`src/include/cpu_macros.svh`:
```
`ifndef CPU_MACROS_SVH
`define CPU_MACROS_SVH

// datapath widths.
`define CPU_XLEN        32
`define CPU_REG_AW      5
`define CPU_NUM_REGS    32

// data memory depth in words and word address width.
`define CPU_DMEM_WORDS  256
`define CPU_DMEM_AW     8

`endif

```
`src/isa_pkg.sv`:
```
`default_nettype none

package isa_pkg;

    // memory access kind carried with each instruction.
    typedef enum logic [1:0] {
        MEM_NONE  = 2'd0,
        MEM_LOAD  = 2'd1,
        MEM_STORE = 2'd2
    } mem_op_e;

    // access size as encoded in funct3[1:0].
    typedef enum logic [1:0] {
        MW_BYTE = 2'd0,
        MW_HALF = 2'd1,
        MW_WORD = 2'd2
    } mem_width_e;

endpackage

`default_nettype wire

```
`src/pipe_pkg.sv`:
```
`default_nettype none

`include "cpu_macros.svh"

package pipe_pkg;

    typedef logic [`CPU_XLEN-1:0]   word_t;
    typedef logic [`CPU_REG_AW-1:0] reg_addr_t;

    // one write strobe per byte lane.
    typedef logic [`CPU_XLEN/8-1:0] byte_en_t;

endpackage

`default_nettype wire

```
`src/mem_wb_reg.sv`:
```
`timescale 1ns/1ps
`default_nettype none

module mem_wb_reg (
    input  logic                 clk,
    input  logic                 rst_n,
    // from mem.
    input  pipe_pkg::word_t      mem_op_c_i,
    input  pipe_pkg::reg_addr_t  mem_reg_waddr_i,
    input  logic                 mem_reg_we_i,
    input  logic                 mem_mtype_i,
    input  isa_pkg::mem_width_e  mem_mem_width_i,
    input  logic                 mem_load_unsigned_i,
    input  logic [1:0]           mem_lane_i,
    // to wb.
    output pipe_pkg::word_t      memwb_op_c_o,
    output pipe_pkg::reg_addr_t  memwb_reg_waddr_o,
    output logic                 memwb_reg_we_o,
    output logic                 memwb_mtype_o,
    output isa_pkg::mem_width_e  memwb_mem_width_o,
    output logic                 memwb_load_unsigned_o,
    output logic [1:0]           memwb_lane_o,
    // strobes.
    input  logic                 stall_i,
    input  logic                 flush_i
);
    import isa_pkg::*;

    always_ff @(posedge clk or negedge rst_n) begin
        if (!rst_n) begin
            memwb_op_c_o          <= '0;
            memwb_reg_waddr_o     <= '0;
            memwb_reg_we_o        <= 1'b0;
            memwb_mtype_o         <= 1'b0;
            memwb_mem_width_o     <= MW_BYTE;
            memwb_load_unsigned_o <= 1'b0;
            memwb_lane_o          <= 2'b00;
        end else if (stall_i) begin
            // stall holds the register and wins over flush.
        end else if (flush_i) begin
            memwb_op_c_o          <= '0;
            memwb_reg_waddr_o     <= '0;
            memwb_reg_we_o        <= 1'b0;
            memwb_mtype_o         <= 1'b0;
            memwb_mem_width_o     <= MW_BYTE;
            memwb_load_unsigned_o <= 1'b0;
            memwb_lane_o          <= 2'b00;
        end else begin
            memwb_op_c_o          <= mem_op_c_i;
            memwb_reg_waddr_o     <= mem_reg_waddr_i;
            memwb_reg_we_o        <= mem_reg_we_i;
            memwb_mtype_o         <= mem_mtype_i;
            memwb_mem_width_o     <= mem_mem_width_i;
            memwb_load_unsigned_o <= mem_load_unsigned_i;
            memwb_lane_o          <= mem_lane_i;
        end
    end

endmodule

`default_nettype wire

```
`config.mk`:
```
export PLATFORM = sky130hd
export DESIGN_NAME = mem_wb_reg
export DESIGN_NICKNAME = d
export VERILOG_FILES = /design/src/isa_pkg.sv /design/src/pipe_pkg.sv /design/src/mem_wb_reg.sv
export VERILOG_INCLUDE_DIRS = /design/src /design/src/include
export SDC_FILE = /design/constraint.sdc
export NUM_CORES = 1
export LEC_CHECK = 0
export ABC_AREA = 1
export BUFFER_PORTS_ARGS = -buffer_cell sky130_fd_sc_hd__buf_2
export CORE_MARGIN = 2
export CORE_UTILIZATION = 30
export DETAILED_ROUTE_END_ITERATION = 12
export PLACE_DENSITY_LB_ADDON = 0.3
export REMOVE_ABC_BUFFERS = 1
export SLEW_MARGIN = 30
export SYNTH_ARGS = -nofsm -noshare
export SYNTH_HDL_FRONTEND = slang
export SYNTH_SLANG_ARGS = --single-unit
```
`constraint.sdc`:
```
create_clock -name clk -period 0.85 [get_ports clk]
set_input_delay 0.1275 -clock clk [delete_from_list [all_inputs] [get_ports clk]]
set_output_delay 0.1275 -clock clk [all_outputs]
set_load 0.005 [all_outputs]
```
==> summary.txt <==
STA
  • Slew headroom: 84.0%
  • Worst Clk Skew: 0 ns
  • Fmax: 1.07 GHz
  • Final worst path period share: 110%
  • Worst Max-Slew Pin Slew: 0.240 ns
  • Slew Viols, Final: 0
  • Slack of the critical path: -0.0868 ns
  • Unrepaired setup endpoints after global routing: yes
  • Hold slack: 0.0297 ns
  • Final setup fails: 44
  • Setup tns final: -3.03 ns
  • Final min period: 0.937 ns
  • Final Hold Viols: 0

CTS
  • Reg clk slew, reported paths: 0.08 ns
  • CTS tree: built
  • Clk_lat worst skew: 0.28 ns
  • Clock Path Buffers: 2
  • CTS resizes: 0
  • CTS H-tree depth: 2
  • CTS root buf: clkbuf_8
  • CTS Buf Count: 5
  • Clk sinks: 44

Layout
  • Post-Layout Cell Count: 371
  • Synth-to-Final Area Change: 45.6%
  • # diodes: 0
  • Final nets: 347
  • Layout cells sized above 1: 40.5%
  • Register Area: 1100 um2
  • Layout fillers: 591
  • Multi-input logic area: 515 um2
  • Post-layout util: 44.9%

Worst setup path
  • Cell Chain, Critical Path: buf_2
  • Crit path capture type: output port
  • CP max stage delay: 0.39 ns
  • CP arrival: 0.81 ns
  • Crit path max-delay family: flip-flops
  • WP buf/inv: 1
  • Critical-path top delay cell: dfrtp_1
  • Worst EP required: 0.72 ns
  • Startpoint class of the critical path: flop
  • WS Path Type: reg2out
  • Critical Path Fanout Max: 2

Floorplan
  • Row count: 27
  • Die width: 79.0 um
  • Die area: 6250 um2
  • # IOs: 92
  • Initial core utilization: 30.9%
  • Core area: 5470 um2
  • Chip Height: 79.0 um

Hold path
  • Hold WC Path Type: in2reg

Yosys
  • Avg Cell Area, Syn: 9.08 um2
  • Post-synthesis cell type count: 6
  • Top cell type by total area after synthesis: dfrtp_1
  • Synth Cell Area: 1690 um2
  • Async SR Flop Fraction: 100%
  • Yosys top cell area share: 65.2%
  • Synth Flop Type: dfrtp_1
  • #FFs+latches synth: 44
  • Seq/Total Area, Yosys: 65.2%
  • Most frequent cells after synthesis: 132 x nand2_1, 44 x dfrtp_1, 4 x buf_2, 4 x buf_6
  • Post-synth EDFFs: 0
  • Synth area leaders: dfrtp_1 65%, nand2_1 29%, buf_6 2.7%
  • Number of synthesis warnings: 0
  • Syn Inst Count: 186
  • Count leader, synth: nand2_1

Pwr
  • Leakage: 1.53 nW
  • Pwr/cell area: 1710 nW/um2
  • Total power: 4.21 mW
  • Maximum VDD drop: 0.000635 V

Route
  • Final WL: 4.04 mm
  • WL per Instance: 10.9 um
  • Vias: 1,526
  • Via density: 4.11
  • Met2 wire len: 1.95 mm
  • ANT nets after route: 0
  • Top layer in use: met4
  • Met3 Routed Length: 288 um
  • Routed length on met1: 1.77 mm
  • # DRC: 0
  • First-pass DRT Iterations: 4
  • DRT iter0 DRCs: 42

Placement
  • Final Wtd Congestion: 0.696
  • Port Buffers: 91
  • Dpl cells: 347
  • Final HPWL DP: 2.82 mm

GRT
  • Initial antenna violation count: 0
  • Total track usage: 13.3%
  • Largest net degree at the start of global routing: 45
  • First-pass GRT wire length: 6.42 mm
  • GR Overflow Total: 0
  • Vias in the first global route: 1,371

Outcome
  • Failing checks: negative setup slack
  • Status: complete, but fails checks

Flow run
  • Max_cap viols: 0
[final timing paths]
check	start	endpoint	slack (ns)	depth (start not counted)
worst max-delay path	memwb_op_c_o[12]	memwb_op_c_o[12]	-0.09	1
worst min-delay path	mem_op_c_i[24]	memwb_op_c_o[24]	0.03	3
worst max register to register	memwb_op_c_o[27]	memwb_op_c_o[27]	0.12	3
worst min register to register	memwb_reg_waddr_o[2]	memwb_reg_waddr_o[2]	0.48	2
max in group asynchronous	rst_n	memwb_op_c_o[21]	0.29	3
min in group asynchronous	rst_n	memwb_op_c_o[3]	0.35	3
[state kept, by name, summed over array words and instances (netlist names)]
signal / flops
memwb_lane_o: 2
memwb_load_unsigned_o: 1
memwb_mem_width_o: 2
memwb_mtype_o: 1
memwb_op_c_o: 32
memwb_reg_waddr_o: 5
memwb_reg_we_o: 1
[stage by stage]
stage | cell area (um2) | worst slack (ns)
after detailed placement | 2250 | 0.0110
after CTS | 2380 | -0.101
after floorplan | 1620 | 0.195
final | 2460 | -0.0868
after global placement | 2250 | 0.0241
after global routing | 2460 | -0.140
[timing repair]
item                                    CTS  global route
hold endpoints to repair                 44             0
endpoints found under the setup margin   44            44
hold buffers                              1             0
pin swaps                                 0             0
buffers inserted                          6            10
[metal layers]
| layer | up-vias | track usage, % |
|---|---|---|
| met2 | 52 | 21.8 |
| li1 | 774 | - |
| met3 | 5 | 4.09 |
| met5 | - | 0 |
| met1 | 695 | 16.7 |
| met4 | 0 | 4.14 |
[power by group]
group | leakage (nW) | switching [mW] | internal, mW
Clock | 0.0410 | 0.642 | 0.559
Sequential | 0.573 | 0.0808 | 2.25
Combinational | 0.913 | 0.318 | 0.361
[kinds of logic after synthesis]
logic type | synth area share (%)
flip-flops | 65.2
AND/OR/NAND/NOR | 30.5
buffers and inverters | 4.30
[worst min-delay path, delay by kind of cell]
kind | cells | cell delay (ns)
simple gates | 2 | 0.08
buf+inv | 1 | 0.07
[final cells by class]
class                      instances  area share, %
timing repair buffer             115           27.5
tap                               72           3.66
multi-input combinational        133           21.0
clock buffer                       6           2.95
sequential                        44           44.8
clock inverter                     1          0.203
[cells in the final DEF (no fill, tap or decap)]
cell type	instances
buf_4	20
dlygate4sd3_1	1
nor2_8	1
clkinv_2	1
buf_12	3
nand2_1	132
clkbuf_1	1
buf_2	91
clkbuf_8	5
dfrtp_1	44
(Power assumes the default switching activity.)
