<file path="config.mk">
export PLATFORM = sky130hd
export DESIGN_NAME = mem_stage
export DESIGN_NICKNAME = d
export VERILOG_FILES = /design/src/isa_pkg.sv /design/src/pipe_pkg.sv /design/src/mem_stage.sv
export VERILOG_INCLUDE_DIRS = /design/src /design/src/include
export SDC_FILE = /design/constraint.sdc
export NUM_CORES = 1
export LEC_CHECK = 0
export ABC_AREA = 1
export BUFFER_PORTS_ARGS = -buffer_cell sky130_fd_sc_hd__buf_2
export CORE_MARGIN = 2
export CORE_UTILIZATION = 25
export DETAILED_ROUTE_END_ITERATION = 10
export GPL_TIMING_DRIVEN = 0
export MAX_ROUTING_LAYER = met4
export PLACE_DENSITY_LB_ADDON = 0.3
export SLEW_MARGIN = 20
export SYNTH_ARGS = -nofsm -noshare
export SYNTH_HDL_FRONTEND = slang
export SYNTH_SLANG_ARGS = --single-unit
</file>
<file path="constraint.sdc">
create_clock -name vclk -period 0.9
set_input_delay 0.18 -clock vclk [all_inputs]
set_output_delay 0.18 -clock vclk [all_outputs]
set_load 0.05 [all_outputs]
</file>
<file path="src/include/cpu_macros.svh">
`ifndef CPU_MACROS_SVH
`define CPU_MACROS_SVH

// datapath widths.
`define CPU_XLEN        32
`define CPU_REG_AW      5
`define CPU_NUM_REGS    32

// data memory depth in words and word address width.
`define CPU_DMEM_WORDS  256
`define CPU_DMEM_AW     8

`endif

</file>
<file path="src/isa_pkg.sv">
`default_nettype none

package isa_pkg;

    // memory access kind carried with each instruction.
    typedef enum logic [1:0] {
        MEM_NONE  = 2'd0,
        MEM_LOAD  = 2'd1,
        MEM_STORE = 2'd2
    } mem_op_e;

    // access size as encoded in funct3[1:0].
    typedef enum logic [1:0] {
        MW_BYTE = 2'd0,
        MW_HALF = 2'd1,
        MW_WORD = 2'd2
    } mem_width_e;

endpackage

`default_nettype wire

</file>
<file path="src/pipe_pkg.sv">
`default_nettype none

`include "cpu_macros.svh"

package pipe_pkg;

    typedef logic [`CPU_XLEN-1:0]   word_t;
    typedef logic [`CPU_REG_AW-1:0] reg_addr_t;

    // one write strobe per byte lane.
    typedef logic [`CPU_XLEN/8-1:0] byte_en_t;

endpackage

`default_nettype wire

</file>
<file path="src/mem_stage.sv">
`timescale 1ns/1ps
`default_nettype none

`include "cpu_macros.svh"

module mem_stage (
    input  pipe_pkg::word_t          op_c_i,
    input  pipe_pkg::word_t          store_data_i,
    input  isa_pkg::mem_op_e         mem_op_i,
    input  isa_pkg::mem_width_e      mem_width_i,
    input  logic                     stall_i,
    input  logic                     flush_i,
    output logic [`CPU_DMEM_AW-1:0]  dmem_addr_o,
    output pipe_pkg::byte_en_t       dmem_be_o,
    output pipe_pkg::word_t          dmem_wdata_o,
    output logic                     dmem_re_o,
    output logic                     mtype_o,
    output logic [1:0]               lane_o
);
    import isa_pkg::*;
    import pipe_pkg::*;

    logic     store_ok;
    byte_en_t width_be;

    assign dmem_addr_o = op_c_i[`CPU_DMEM_AW+1:2];
    assign lane_o      = op_c_i[1:0];
    assign mtype_o     = (mem_op_i == MEM_LOAD);

    // read data must stay put while the pipe is stalled.
    assign dmem_re_o = mtype_o && !stall_i;

    // flush kills the store, unless stall holds the stage.
    assign store_ok = (mem_op_i == MEM_STORE) && !(flush_i && !stall_i);

    always_comb begin
        case (mem_width_i)
            MW_BYTE: begin
                width_be     = 4'b0001 << lane_o;
                dmem_wdata_o = word_t'(store_data_i[7:0]) << {lane_o, 3'b000};
            end
            MW_HALF: begin
                width_be     = 4'b0011 << {lane_o[1], 1'b0};
                dmem_wdata_o = word_t'(store_data_i[15:0]) << {lane_o[1], 4'b0000};
            end
            default: begin
                width_be     = 4'b1111;
                dmem_wdata_o = store_data_i;
            end
        endcase
    end

    assign dmem_be_o = store_ok ? width_be : '0;

endmodule

`default_nettype wire

</file>
==> impl_metrics.py, run 1 <==
metrics = {
    "synth": {
        "synth.distinct_cells": 19,
        "avgSynthCellArea_um2": 5.42,
        "synthCells": 146,
        "yosys.area_share.simple": 0.591,
        "synth-compound-area-share": 0.120,
        "synthMuxAreaShare": 0,
        "yosysSeqAreaShare": 0,
        "synthesis.area_um2": 792,
        "synth_xor_area_frac": 0,
        "synth_fa_ha_area_frac": 0,
        "synth_top_family_by_area": "simple AND/OR/NAND/NOR gates",
        "syn-num-nets": 216,
        "ys_warn_count": 0,
    },
    "critical_path": {
        "cp.arrival_ns": 1.06,
        "crit_required_ns": 0.72,
        "cp-end-kind": "output pin",
        "worstPathMaxFanout": 8,
        "critPathLaunchType": "input port",
        "critical_path_class": "input port to output pin",
    },
    "cells_and_area": {
        "flops_and_latches": 0,
        "regArea_um2": 0,
        "clkbuf_count": 0,
        "final_cell_mix": "buf_2, buf_6, nand2_1",
        "drive_gt1_frac": 0.758,
        "n_antenna_cell": 0,
        "fill_cells": 202,
        "syn_to_final_growth_pct": 204,
        "fin_nets": 324,
        "multi_input_area_um2": 1090,
        "final_core_utilization": 0.795,
        "layout_commonest_cell": "buf_2",
    },
    "timing": {
        "setup_viol": 36,
        "period_share": 1.38,
        "maxSlewHeadroom": 0.833,
        "hold_ws_ns": 0.657,
        "setup_tns_ns": -10.08,
        "fin_ws_ns": -0.338,
        "final-hold-violation-count": 0,
        "period_needed_ns": 1.24,
        "rsz0062_at_grt": "true",
        "report.final.slew_viol_count": 0,
        "fmax_mhz": 808,
        "tightest_slew_ns": 0.252,
    },
    "die": {
        "ios": 118,
        "die_h_um": 60.3,
        "initial_utilization": 0.262,
        "rows": 20,
        "core-area_um2": 3030,
        "die_area_um2": 3630,
        "die_x_um": 60.3,
    },
    "placed_design": {
        "hpwl_um": 2450,
        "gp_congestion": 0.754,
        "port_buffers": 85,
        "pre_cts_ws_ns": -0.556,
    },
    "detailed_routing": {
        "drtPass1Iterations": 4,
        "final_antenna_net_count": 0,
        "post-route-drc-count": 0,
        "vias_per_cell": 4.53,
        "wl_per_cell_um": 13.2,
        "wl_um": 3900,
        "vias": 1340,
        "drt_iter0_drc": 18,
    },
    "clock_tree": {
        "cts_hold_buffers": 0,
    },
    "global_routing": {
        "grt_pass1_vias": 1258,
        "grt_start_max_net_pins": 11,
        "grt-ovfl-total": 0,
        "grt_usage": 0.205,
        "antenna_found_initial": 0,
        "grt_first_pass_wirelength_um": 5580,
    },
    "pwr": {
        "p_leak_nw": 1.19,
        "power_mw": 1.76,
        "power.density_nw_per_um2": 731,
        "ir_drop_mv": 0.417,
    },
    "outcome": {
        "status": "complete, but fails checks",
        "violations": "setup timing",
    },
    "min_path": {
        "hold_depth": 3,
        "hold_class": "input port to output pin",
    },
    "job": {
        "maxCapViolCount": 0,
    },
}
## per-stage QoR
step | std cells | area [um^2]
after CTS | 286 | 2200
after global routing | 296 | 2410
after detailed placement | 275 | 1660
after global placement | 275 | 1660
final | 296 | 2410
after floorplan | 146 | 1180
## kinds of logic after synthesis
family,after synthesis
and+or+nand+nor,96
buffers and inverters,40
AOI/OAI and AO/OA,10
## critical path: stages
cell and delay (ns):
buf_12 0.10, clkinv_8 0.07, nor2_4 0.13, buf_6 0.12
nor2_4 0.03, buf_12 0.14, nand2_4 0.08, nand2_4 0.05
buf_8 0.14
## repair_timing
| item | 4_1_cts | 5_1_grt |
|---|---|---|
| endpoints found under the setup margin | 37 | 37 |
| resized for setup | 113 | 30 |
| pin swaps | 6 | 19 |
| gates cloned | 1 | 1 |
| setup buffers | 10 | 10 |
## power breakdown
part | internal, mW | leakage, nW | total (mW) | switching [mW]
Sequential | 0 | 0 | 0 | 0
Combinational | 0.702 | 1.19 | 1.76 | 1.06
Clock | 0 | 0 | 0 | 0
## final cells by class
cell class / count / area share
buffer: 17 / 0.0728
inverter: 23 / 0.0483
timing repair buffer: 105 / 0.402
tap: 44 / 0.0229
multi-input combinational: 107 / 0.454
## cells in the mapped netlist
library cell / instances / area share
buf_4: 12 / 0.11
nor2_2: 9 / 0.071
buf_6: 4 / 0.057
nor2_1: 5 / 0.024
nand2_4: 1 / 0.014
nand3_1: 25 / 0.16
nand4_1: 8 / 0.063
inv_1: 20 / 0.095
nor2_4: 3 / 0.043
inv_2: 1 / 0.0047
a21oi_4: 1 / 0.021
buf_2: 1 / 0.0063
nand2_1: 43 / 0.20
nor3_1: 1 / 0.0063
clkinv_1: 1 / 0.0047
a21oi_2: 1 / 0.011
nand2_2: 1 / 0.0079
o21ai_2: 8 / 0.088
inv_4: 1 / 0.0079
## routing by layer
metal,track usage,wire length (um),vias to the layer above
met3,0.0195,297,4
li1,-,-,668
met2,0.365,1980,69
met4,0.0190,38,0
met1,0.256,1580,599
met5,-,0,-
## final timing paths
kind,start,end,slack (ns)
worst max-delay path,op_c_i[1],dmem_wdata_o[12],-0.34
worst min-delay path,stall_i,dmem_re_o,0.66
No activity file was read; power rests on OpenSTA's default activity.
==> run 2, diff against run 1 <==
==> constraint.sdc (replaced) <==
create_clock -name vclk -period 1.5
set_input_delay 0.3 -clock vclk [all_inputs]
set_output_delay 0.3 -clock vclk [all_outputs]
set_load 0.01 [all_outputs]
==> run 2 against run 1 <==
Compared with the run above: the run now ends clean; non-clock buffer count shrank 13; utilization decreased by 35 points; largest cell class unchanged; critical path depth down 2; cell area fell by 44%; count of clock-buffer cells in the layout unchanged; critical endpoint is now dmem_wdata_o[6]; setup slack improved by 0.43 ns; highest routed layer is now met3; combinational power fell by 76%; sequential cell count did not move.
==> impl_metrics.py, run 2 (same netlist as run 1, synthesis figures left out) <==
metrics = {
    "critical_path": {
        "critPathLaunchType": "input port",
        "worst_path_largest_cell_delay_ns": 0.18,
        "worstPathMaxFanout": 10,
        "crit_required_ns": 1.20,
        "critical_path_class": "input port to output pin",
        "crit_slowest_cell": "a21oi_4",
        "cp_cell_sequence": "buf_6 -> clkinv_1 -> nand2_2 -> a21oi_4 -> buf_4 -> nor2_2 -> buf_2",
        "cp-end-kind": "output pin",
        "cp.arrival_ns": 1.11,
        "crit_path_start": "mem_width_i[0]",
    },
    "global_routing": {
        "grt_pass1_vias": 1062,
        "antenna_found_initial": 0,
        "grt_start_max_net_pins": 11,
        "grt_first_pass_wirelength_um": 4560,
        "grt_usage": 0.159,
        "grt-ovfl-total": 0,
    },
    "die": {
        "core-area_um2": 3030,
        "ios": 118,
        "die_h_um": 60.3,
        "initial_utilization": 0.262,
        "rows": 20,
        "die_area_um2": 3630,
        "die_x_um": 60.3,
    },
    "outcome": {
        "status": "finished, final reports clean",
    },
    "placed_design": {
        "port_buffers": 85,
        "pre_cts_ws_ns": 0.0252,
        "placed_cells": 275,
        "gp_congestion": 0.744,
        "hpwl_um": 2350,
        "dpl_cell_area_um2": 1270,
    },
    "cells_and_area": {
        "n_antenna_cell": 0,
        "design_area_um2": 1360,
        "final_cells": 283,
        "flops_and_latches": 0,
        "drive_gt1_frac": 0.569,
        "clkbuf_count": 0,
        "final_cell_mix": "buf_2, nand2_1, nand3_1",
        "fin_nets": 311,
        "syn_to_final_growth_pct": 71.2,
        "final_core_utilization": 0.448,
        "fill_cells": 357,
        "multi_input_area_um2": 574,
        "regArea_um2": 0,
        "layout_commonest_cell": "buf_2",
    },
    "timing": {
        "fin_ws_ns": 0.0871,
        "setup_viol": 0,
        "tightest_slew_ns": 0.235,
        "period_share": 0.942,
        "report.final.slew_viol_count": 0,
        "hold_ws_ns": 0.783,
        "fmax_mhz": 708,
        "rsz0062_at_grt": "false",
        "final-hold-violation-count": 0,
        "period_needed_ns": 1.41,
        "setup_tns_ns": 0,
        "maxSlewHeadroom": 0.843,
    },
    "pwr": {
        "power.density_nw_per_um2": 306,
        "power_uw": 415,
        "ir_drop_mv": 0.151,
        "p_leak_nw": 0.876,
    },
    "detailed_routing": {
        "vias": 1220,
        "final_antenna_net_count": 0,
        "vias_per_cell": 4.31,
        "drtPass1Iterations": 3,
        "wl_per_cell_um": 10.4,
        "post-route-drc-count": 0,
        "wl_um": 2940,
        "drt_iter0_drc": 17,
    },
    "clock_tree": {
        "cts_hold_buffers": 0,
    },
    "min_path": {
        "worstHoldStart": "op_c_i[2]",
        "hold_class": "input port to output pin",
    },
    "job": {
        "maxCapViolCount": 0,
    },
}
==> run 2: what timing repair did <==
action | in CTS | in global routing
endpoints found under the hold margin | 0 | 0
resized for setup | 0 | 7
setup endpoints to repair | 0 | 15
buffers inserted | 0 | 7
==> run 2: layout make-up <==
class                      instances  share of cell area
inverter                          23              0.0729
buffer                            17               0.109
tap                               44              0.0406
timing repair buffer              92               0.354
multi-input combinational        107               0.423
==> run 2: worst max-delay path: cells and delay by family <==
| kind | cells | cell delay (ns) |
|---|---|---|
| buffers and inverters | 4 | 0.49 |
| AOI/OAI and AO/OA | 1 | 0.18 |
| and+or+nand+nor | 2 | 0.15 |
==> run 2: where the power goes <==
part	switching [mW]	leakage [nW]	total (mW)	internal, mW
clock network	0	0	0	0
logic	0.225	0.876	0.415	0.190
registers	0	0	0	0
total	0.225	0.876	0.415	0.190
==> run 2: path summary, 6_finish.rpt <==
| check | end | slack [ns] | cells past startpoint |
|---|---|---|---|
| worst max-delay path | dmem_wdata_o[6] | 0.09 | 7 |
| worst min-delay path | dmem_addr_o[0] | 0.78 | 2 |
==> run 2: layer usage <==
metal,wire length (um),GRT usage,vias up
met5,0,-,-
met2,1510,0.306,48
met4,0,0,0
met1,1210,0.193,531
li1,-,-,641
met3,217,0.00649,0
