--- config.mk ---
export PLATFORM = sky130hd
export DESIGN_NAME = wb_stage
export DESIGN_NICKNAME = d
export VERILOG_FILES = /design/src/isa_pkg.sv /design/src/pipe_pkg.sv /design/src/wb_stage.sv
export VERILOG_INCLUDE_DIRS = /design/src /design/src/include
export SDC_FILE = /design/constraint.sdc
export NUM_CORES = 1
export LEC_CHECK = 0
export BUFFER_PORTS_ARGS = -buffer_cell sky130_fd_sc_hd__buf_2
export CORE_AREA = 2 2 66 68
export DETAILED_ROUTE_END_ITERATION = 8
export DIE_AREA = 0 0 68 70
export GPL_TIMING_DRIVEN = 0
export PLACE_DENSITY = 0.64
export SYNTH_ARGS = -nofsm -noshare
export SYNTH_HDL_FRONTEND = slang
export SYNTH_SLANG_ARGS = --single-unit
export TNS_END_PERCENT = 1
--- constraint.sdc ---
create_clock -name vclk -period 2.67
set_clock_uncertainty 0.1 [all_clocks]
set_input_delay 0.1335 -clock vclk [all_inputs]
set_output_delay 0.1335 -clock vclk [all_outputs]
set_load 0.01 [all_outputs]
--- src/include/cpu_macros.svh ---
`ifndef CPU_MACROS_SVH
`define CPU_MACROS_SVH

// datapath widths.
`define CPU_XLEN        32
`define CPU_REG_AW      5
`define CPU_NUM_REGS    32

// data memory depth in words and word address width.
`define CPU_DMEM_WORDS  256
`define CPU_DMEM_AW     8

`endif

--- src/isa_pkg.sv ---
`default_nettype none

package isa_pkg;

    // memory access kind carried with each instruction.
    typedef enum logic [1:0] {
        MEM_NONE  = 2'd0,
        MEM_LOAD  = 2'd1,
        MEM_STORE = 2'd2
    } mem_op_e;

    // access size as encoded in funct3[1:0].
    typedef enum logic [1:0] {
        MW_BYTE = 2'd0,
        MW_HALF = 2'd1,
        MW_WORD = 2'd2
    } mem_width_e;

endpackage

`default_nettype wire

--- src/pipe_pkg.sv ---
`default_nettype none

`include "cpu_macros.svh"

package pipe_pkg;

    typedef logic [`CPU_XLEN-1:0]   word_t;
    typedef logic [`CPU_REG_AW-1:0] reg_addr_t;

    // one write strobe per byte lane.
    typedef logic [`CPU_XLEN/8-1:0] byte_en_t;

endpackage

`default_nettype wire

--- src/wb_stage.sv ---
`timescale 1ns/1ps
`default_nettype none

`include "cpu_macros.svh"

module wb_stage (
    input  pipe_pkg::word_t      op_c_i,
    input  pipe_pkg::reg_addr_t  reg_waddr_i,
    input  logic                 reg_we_i,
    input  logic                 mtype_i,
    input  isa_pkg::mem_width_e  mem_width_i,
    input  logic                 load_unsigned_i,
    input  logic [1:0]           lane_i,
    input  pipe_pkg::word_t      dmem_rdata_i,
    output logic                 rf_we_o,
    output pipe_pkg::reg_addr_t  rf_waddr_o,
    output pipe_pkg::word_t      rf_wdata_o
);
    import isa_pkg::*;
    import pipe_pkg::*;

    logic [7:0]  ld_byte;
    logic [15:0] ld_half;
    logic        ld_sign;
    word_t       load_val;

    // halfwords are assumed aligned.
    assign ld_byte = dmem_rdata_i[{lane_i, 3'b000} +: 8];
    assign ld_half = lane_i[1] ? dmem_rdata_i[31:16] : dmem_rdata_i[15:0];

    always_comb begin
        case (mem_width_i)
            MW_BYTE: begin
                ld_sign  = ld_byte[7] && !load_unsigned_i;
                load_val = {{(`CPU_XLEN-8){ld_sign}}, ld_byte};
            end
            MW_HALF: begin
                ld_sign  = ld_half[15] && !load_unsigned_i;
                load_val = {{(`CPU_XLEN-16){ld_sign}}, ld_half};
            end
            default: begin
                ld_sign  = 1'b0;
                load_val = dmem_rdata_i;
            end
        endcase
    end

    assign rf_wdata_o = mtype_i ? load_val : op_c_i;
    assign rf_waddr_o = reg_waddr_i;

    // x0 is never written.
    assign rf_we_o = reg_we_i && (reg_waddr_i != '0);

endmodule

`default_nettype wire

==> results.yml, run 1 <==
layout:
  n_fill_cell: 454
  clkbuf_count: 0
  num_antenna_cells: 0
  ff_latch_area_um2: 0
  design.seq.count: 0
  final_nets: 336
  synthToLayoutAreaGrowth_pct: 64.4
  drive_above_1_share_pct: 51.2
  instances_no_fill: 310
placed_design:
  hpwl_mm: 3.63
  portBuffers: 113
  place_ws_ps: 736
  placed_cells: 310
  gp_congestion: 0.819
power:
  p_per_area_mw_per_mm2: 187
  max-vdd-ir-drop_uv: 54.6
  p_leak_nw: 0.815
routing:
  drtAntennaViolNets: 0
  first_iter_violations: 87
  routed_wl_mm: 4.55
  drt-wirelength-per-cell_um: 14.7
  route.vias.total: 1602
  dr.pass1.iters: 4
  remaining_drc_errors: 0
  avgViaCountPerCell: 5.17
clocking:
  ctsHoldBuffers: 0
  ctsResizeCount: 0
  post_cts_buffers: 0
critical_path:
  worst-endpoint-required_ps: 2440
  path_class: "in -> out"
  endpoint_kind: "output port"
  cp-start-kind: "input port"
  critical_path_arrival_ps: 1710
  crit_fanout: 10
yosys:
  synth-xor-area-share_pct: 0
  synth_top_family_by_area: "compound AO/OA/AOI/OAI gates"
  synth-simple-area-share_pct: 32.2
  synth_cells: 145
  yosys_warnings: 0
  synth_compound_area_share_pct: 44.4
  syn_area_per_cell_um2: 6.75
  ys_types: 34
  synth_nets: 221
  syn-cell-area_um2: 978
  synthMuxAreaShare_pct: 11.6
  synthAdderAreaFrac_pct: 0
  synth-seq-area-share_pct: 0
global_route:
  grt_first_pass_wirelength_mm: 7.11
  grt_max_degree: 11
  overflow: 0
  antenna_found_initial: 0
  track_usage_pct: 18.6
  first_global_vias: 1529
timing:
  setup_slack_ps: 731
  finalHoldViolations: 0
  worst_slew_margin_rel_pct: 54.7
  fin_crit_sh_pct: 72.6
  layout_min_cycle_time_ps: 1940
  max_slew.worst_pin.slew_ps: 680
  holdWs_ps: 452
  setup_viol: 0
  setup_tns_ps: 0
  fmax_ghz: 0.516
  slew_viol_final: 0
  rsz0062_at_grt: "false"
floorplanning:
  die_area_mm2: 0.00476
  start_util_pct: 23.6
  placementRows: 24
  ioPinCount: 114
  core_mm2: 0.00414
  die-width_um: 68
  die_height_um: 70
outcome:
  status: "finished clean"
flow_run:
  cap_violations: 0
min_path:
  hp-class: "in -> out"
-- routing by layer --
metal	routed length [um]	global-route usage [%]	vias to the layer above
li1	-	-	786
met1	2020	26.2	729
met2	2140	32.1	85
met3	372	0.966	2
met4	21	1.33	0
met5	0	0	-
-- cells in the final DEF (no fill, tap or decap), drive strengths merged, types with 2 or more instances in the layout --
cell and n:
a211o 3, a21oi 22, a221o 13, a311oi 6, and2 7, and3 3
buf 122, clkbuf 10, inv 2, mux2 8, mux2i 2, nand2 12
nand2b 8, nand3b 8, nor2 10, nor2b 2, o22ai 8
-- through the flow --
| step | utilization (%) | area (um^2) | total power [mW] |
|---|---|---|---|
| 2_1_floorplan | - | 978 | 0.162 |
| 3_3_place_gp | 38.8 | 1610 | 0.299 |
| 3_5_place_dp | 38.8 | 1610 | 0.301 |
| 4_1_cts | 38.8 | 1610 | 0.302 |
| 5_1_grt | 38.8 | 1610 | 0.333 |
| 6_report | 38.8 | 1610 | 0.301 |
-- power breakdown --
part	switching, mW	internal (mW)	leakage, nW	total [mW]
Sequential	0	0	0	0
Combinational	0.154	0.147	0.815	0.301
Clock	0	0	0	0
-- kinds of logic (layout without fill, tap and decap cells) --
group | count (synthesis) | after routing
buf+inv | 21 | 134
simple gates | 56 | 56
mux | 10 | 10
compound gates | 58 | 58
-- synthesized netlist by cell type (3+ instances only) --
library cell / number / area share (%)
clkbuf_1: 10 / 3.8
a221o_1: 13 / 13
nand2_1: 12 / 4.6
mux2_2: 6 / 6.9
nor2_1: 8 / 3.1
a21oi_1: 22 / 11
a311oi_1: 6 / 5.4
nand3b_1: 8 / 6.1
buf_4: 5 / 3.8
a211o_1: 3 / 2.7
nand2b_1: 8 / 5.1
o22ai_1: 8 / 5.1
and2_1: 7 / 4.5
and3_1: 3 / 1.9
-- cell type report --
class | instances | area (um^2) | share of cell area, %
buffer | 19 | 108 | 6.69
inverter | 2 | 7.51 | 0.467
multi-input combinational | 124 | 863 | 53.7
tap | 52 | 65.1 | 4.04
timing repair buffer | 113 | 566 | 35.1
-- final timing paths --
check | endpoint | startpoint | slack (ps) | depth (start not counted)
worst max-delay path | rf_wdata_o[13] | lane_i[0] | 730 | 7
worst min-delay path | rf_waddr_o[3] | reg_waddr_i[3] | 450 | 3
-- critical path, cell delays in order --
cell and delay [ps]:
buf_2 90, buf_2 240, mux2i_1 210, o22ai_1 120, a21oi_1 570, a21oi_1 150
buf_2 180
Note: power is estimated with default switching activity, not from simulation.
==> inputs of run 2 (changes only) <==
--- a/config.mk
+++ b/config.mk
@@ -6,12 +6,13 @@
 export SDC_FILE = /design/constraint.sdc
 export NUM_CORES = 1
 export LEC_CHECK = 0
+export ABC_AREA = 1
 export BUFFER_PORTS_ARGS = -buffer_cell sky130_fd_sc_hd__buf_2
-export CORE_AREA = 2 2 66 68
+export CORE_AREA = 2 2 70 72
 export DETAILED_ROUTE_END_ITERATION = 8
-export DIE_AREA = 0 0 68 70
+export DIE_AREA = 0 0 72 74
 export GPL_TIMING_DRIVEN = 0
-export PLACE_DENSITY = 0.64
+export PLACE_DENSITY = 0.61
 export SYNTH_ARGS = -nofsm -noshare
 export SYNTH_HDL_FRONTEND = slang
 export SYNTH_SLANG_ARGS = --single-unit
==> constraint.sdc (replaced) <==
create_clock -name vclk -period 1.9
set_clock_uncertainty 0.1 [all_clocks]
set_input_delay 0.095 -clock vclk [all_inputs]
set_output_delay 0.095 -clock vclk [all_outputs]
set_load 0.01 [all_outputs]
==> run 2 against run 1 <==
Compared with the run above: first-iteration DRC count rose by 4.6%; non-clock buffer count did not move; wire length rose by 5.8%; synthesized area rose by 14%; power rose by 47%; critical path type unchanged.
==> results.yml, run 2 <==
outcome:
  status: "finished clean"
yosys:
  synth.area.top_cells: "nand2_1 29%, a21oi_1 17%, o21ai_0 9.8%"
  yosysTopAreaCellShare_pct: 28.9
  synthTopCellsByCount: "86 x nand2_1, 39 x a21oi_1, 23 x nor2_1, 22 x o21ai_0, 18 x inv_1"
  yosysMostFrequentCell: "nand2_1"
  synth-seq-area-share_pct: 0
  synth_cells: 235
  syn_area_per_cell_um2: 4.76
  ys_types: 19
  yosys_warnings: 0
  synth_area_leader_cell: "nand2_1"
  syn-cell-area_mm2: 0.00112
  synth_nets: 311
timing:
  fmax_ghz: 0.671
  max_slew.worst_pin.slew_ps: 637
  fin_crit_sh_pct: 78.4
  layout_min_cycle_time_ps: 1490
  holdWs_ps: 371
  worst_slew_margin_rel_pct: 57.6
  slew_viol_final: 0
  finalHoldViolations: 0
  setup_viol: 0
  setup_tns_ps: 0
  setup_slack_ps: 409
  rsz0062_at_grt: "false"
layout:
  ff_latch_area_um2: 0
  utilization_pct: 38.0
  multi_input_area_um2: 920
  drive_above_1_share_pct: 41.2
  design_area_mm2: 0.00175
  design.seq.count: 0
  n_fill_cell: 533
  instances_no_fill: 401
  num_antenna_cells: 0
  clkbuf_count: 0
  synthToLayoutAreaGrowth_pct: 56.2
  mostFrequentLayoutCells: "117 x buf_2, 86 x nand2_1, 39 x a21oi_1, 23 x nor2_1, 22 x o21ai_0"
  final_common_cell: "buf_2"
  final_nets: 425
clocking:
  ctsResizeCount: 0
  post_cts_buffers: 0
  ctsHoldBuffers: 0
placed_design:
  portBuffers: 112
  place_ws_ps: 405
  place_area_mm2: 0.00175
  placed_cells: 401
  hpwl_mm: 4.01
  gp_congestion: 0.835
routing:
  first_iter_violations: 91
  drt-wirelength-per-cell_um: 12.0
  drtAntennaViolNets: 0
  dr.pass1.iters: 4
  avgViaCountPerCell: 4.67
  remaining_drc_errors: 0
  routed_wl_mm: 4.81
  route.vias.total: 1872
min_path:
  holdPathEnd: "rf_wdata_o[10]"
  min_delay_path_depth: 4
  hold_path_startpoint: "op_c_i[10]"
  hp-class: "in -> out"
critical_path:
  crit_fanout: 10
  cp-start-kind: "input port"
  critical_path_arrival_ps: 1300
  path_class: "in -> out"
  endpoint_kind: "output port"
  worst-endpoint-required_ps: 1700
power:
  switching_share_pct: 56.3
  p_clk_share_pct: 0
  seqPwrFrac_pct: 0
  max-vdd-ir-drop_uv: 69.4
  power_uw: 441
  p_per_area_mw_per_mm2: 252
  p_int_uw: 193
  combPwrFrac_pct: 100.0
  p_leak_nw: 1.06
  p_sw_uw: 248
global_route:
  grt_first_pass_wirelength_mm: 7.11
  first_global_vias: 1532
  overflow: 0
  antenna_found_initial: 0
  grt_max_degree: 11
  track_usage_pct: 16.4
floorplanning:
  die_height_um: 74
  start_util_pct: 24.3
  die-width_um: 72
  ioPinCount: 114
  die_area_mm2: 0.00533
  placementRows: 25
  core_mm2: 0.00460
flow_run:
  cap_violations: 0
## run 2: changes by cell type after synthesis, moves of 7 or more
cell and change:
o21ai_0 +21, nand2b_1 -8, nand2_1 +74, a21oi_2 +10, o22ai_1 -8, a221o_1 -13
nand3b_1 -8, a21oi_1 +17, inv_1 +16, nor2_1 +15, and2_1 -7
## run 2: worst max-delay path: stages
cell	delay, ps
buf_2	130
inv_2	150
nand2_1	70
nand2_1	120
nand2_1	80
nand3_2	100
nand2_4	90
buf_6	180
a21oi_2	140
buf_2	150
## run 2: logic make-up after synthesis
logic type             synth area share (%)
AO/OA/AOI/OAI                          35.9
buffers and inverters                  17.8
AND/OR/NAND/NOR                        46.3
## run 2: layout make-up
type,count,area share [%]
Timing Repair Buffer,112,32.1
Multi-Input combinational cell,194,52.7
Tap cell,54,3.87
Buffer,20,6.59
Inverter,21,4.80
## run 2: power by group through the flow
stage / registers [mW] / clock network (mW) / logic (mW)
after floorplan: 0 / 0 / 0.249
after global placement: 0 / 0 / 0.439
after detailed placement: 0 / 0 / 0.442
after CTS: 0 / 0 / 0.444
after global routing: 0 / 0 / 0.490
final: 0 / 0 / 0.441
## run 2: worst max path at each step
stage                               from              to  slack, ps  cells past startpoint
after floorplan           mem_width_i[1]  rf_wdata_o[21]        720                      9
after global placement         lane_i[1]  rf_wdata_o[25]        410                     10
after detailed placement         mtype_i  rf_wdata_o[24]        410                      6
after CTS                        mtype_i  rf_wdata_o[24]        400                      6
after global routing      mem_width_i[0]   rf_wdata_o[4]        210                      8
final                          lane_i[1]  rf_wdata_o[24]        410                     10
## run 2: routing by layer
| metal | up-vias | GRT usage [%] | wire length [um] |
|---|---|---|---|
| li1 | 974 | - | - |
| met4 | 0 | 0.210 | 0 |
| met5 | - | 0 | 0 |
| met3 | 0 | 1.76 | 470 |
| met1 | 795 | 22.2 | 2060 |
| met2 | 103 | 29.7 | 2290 |
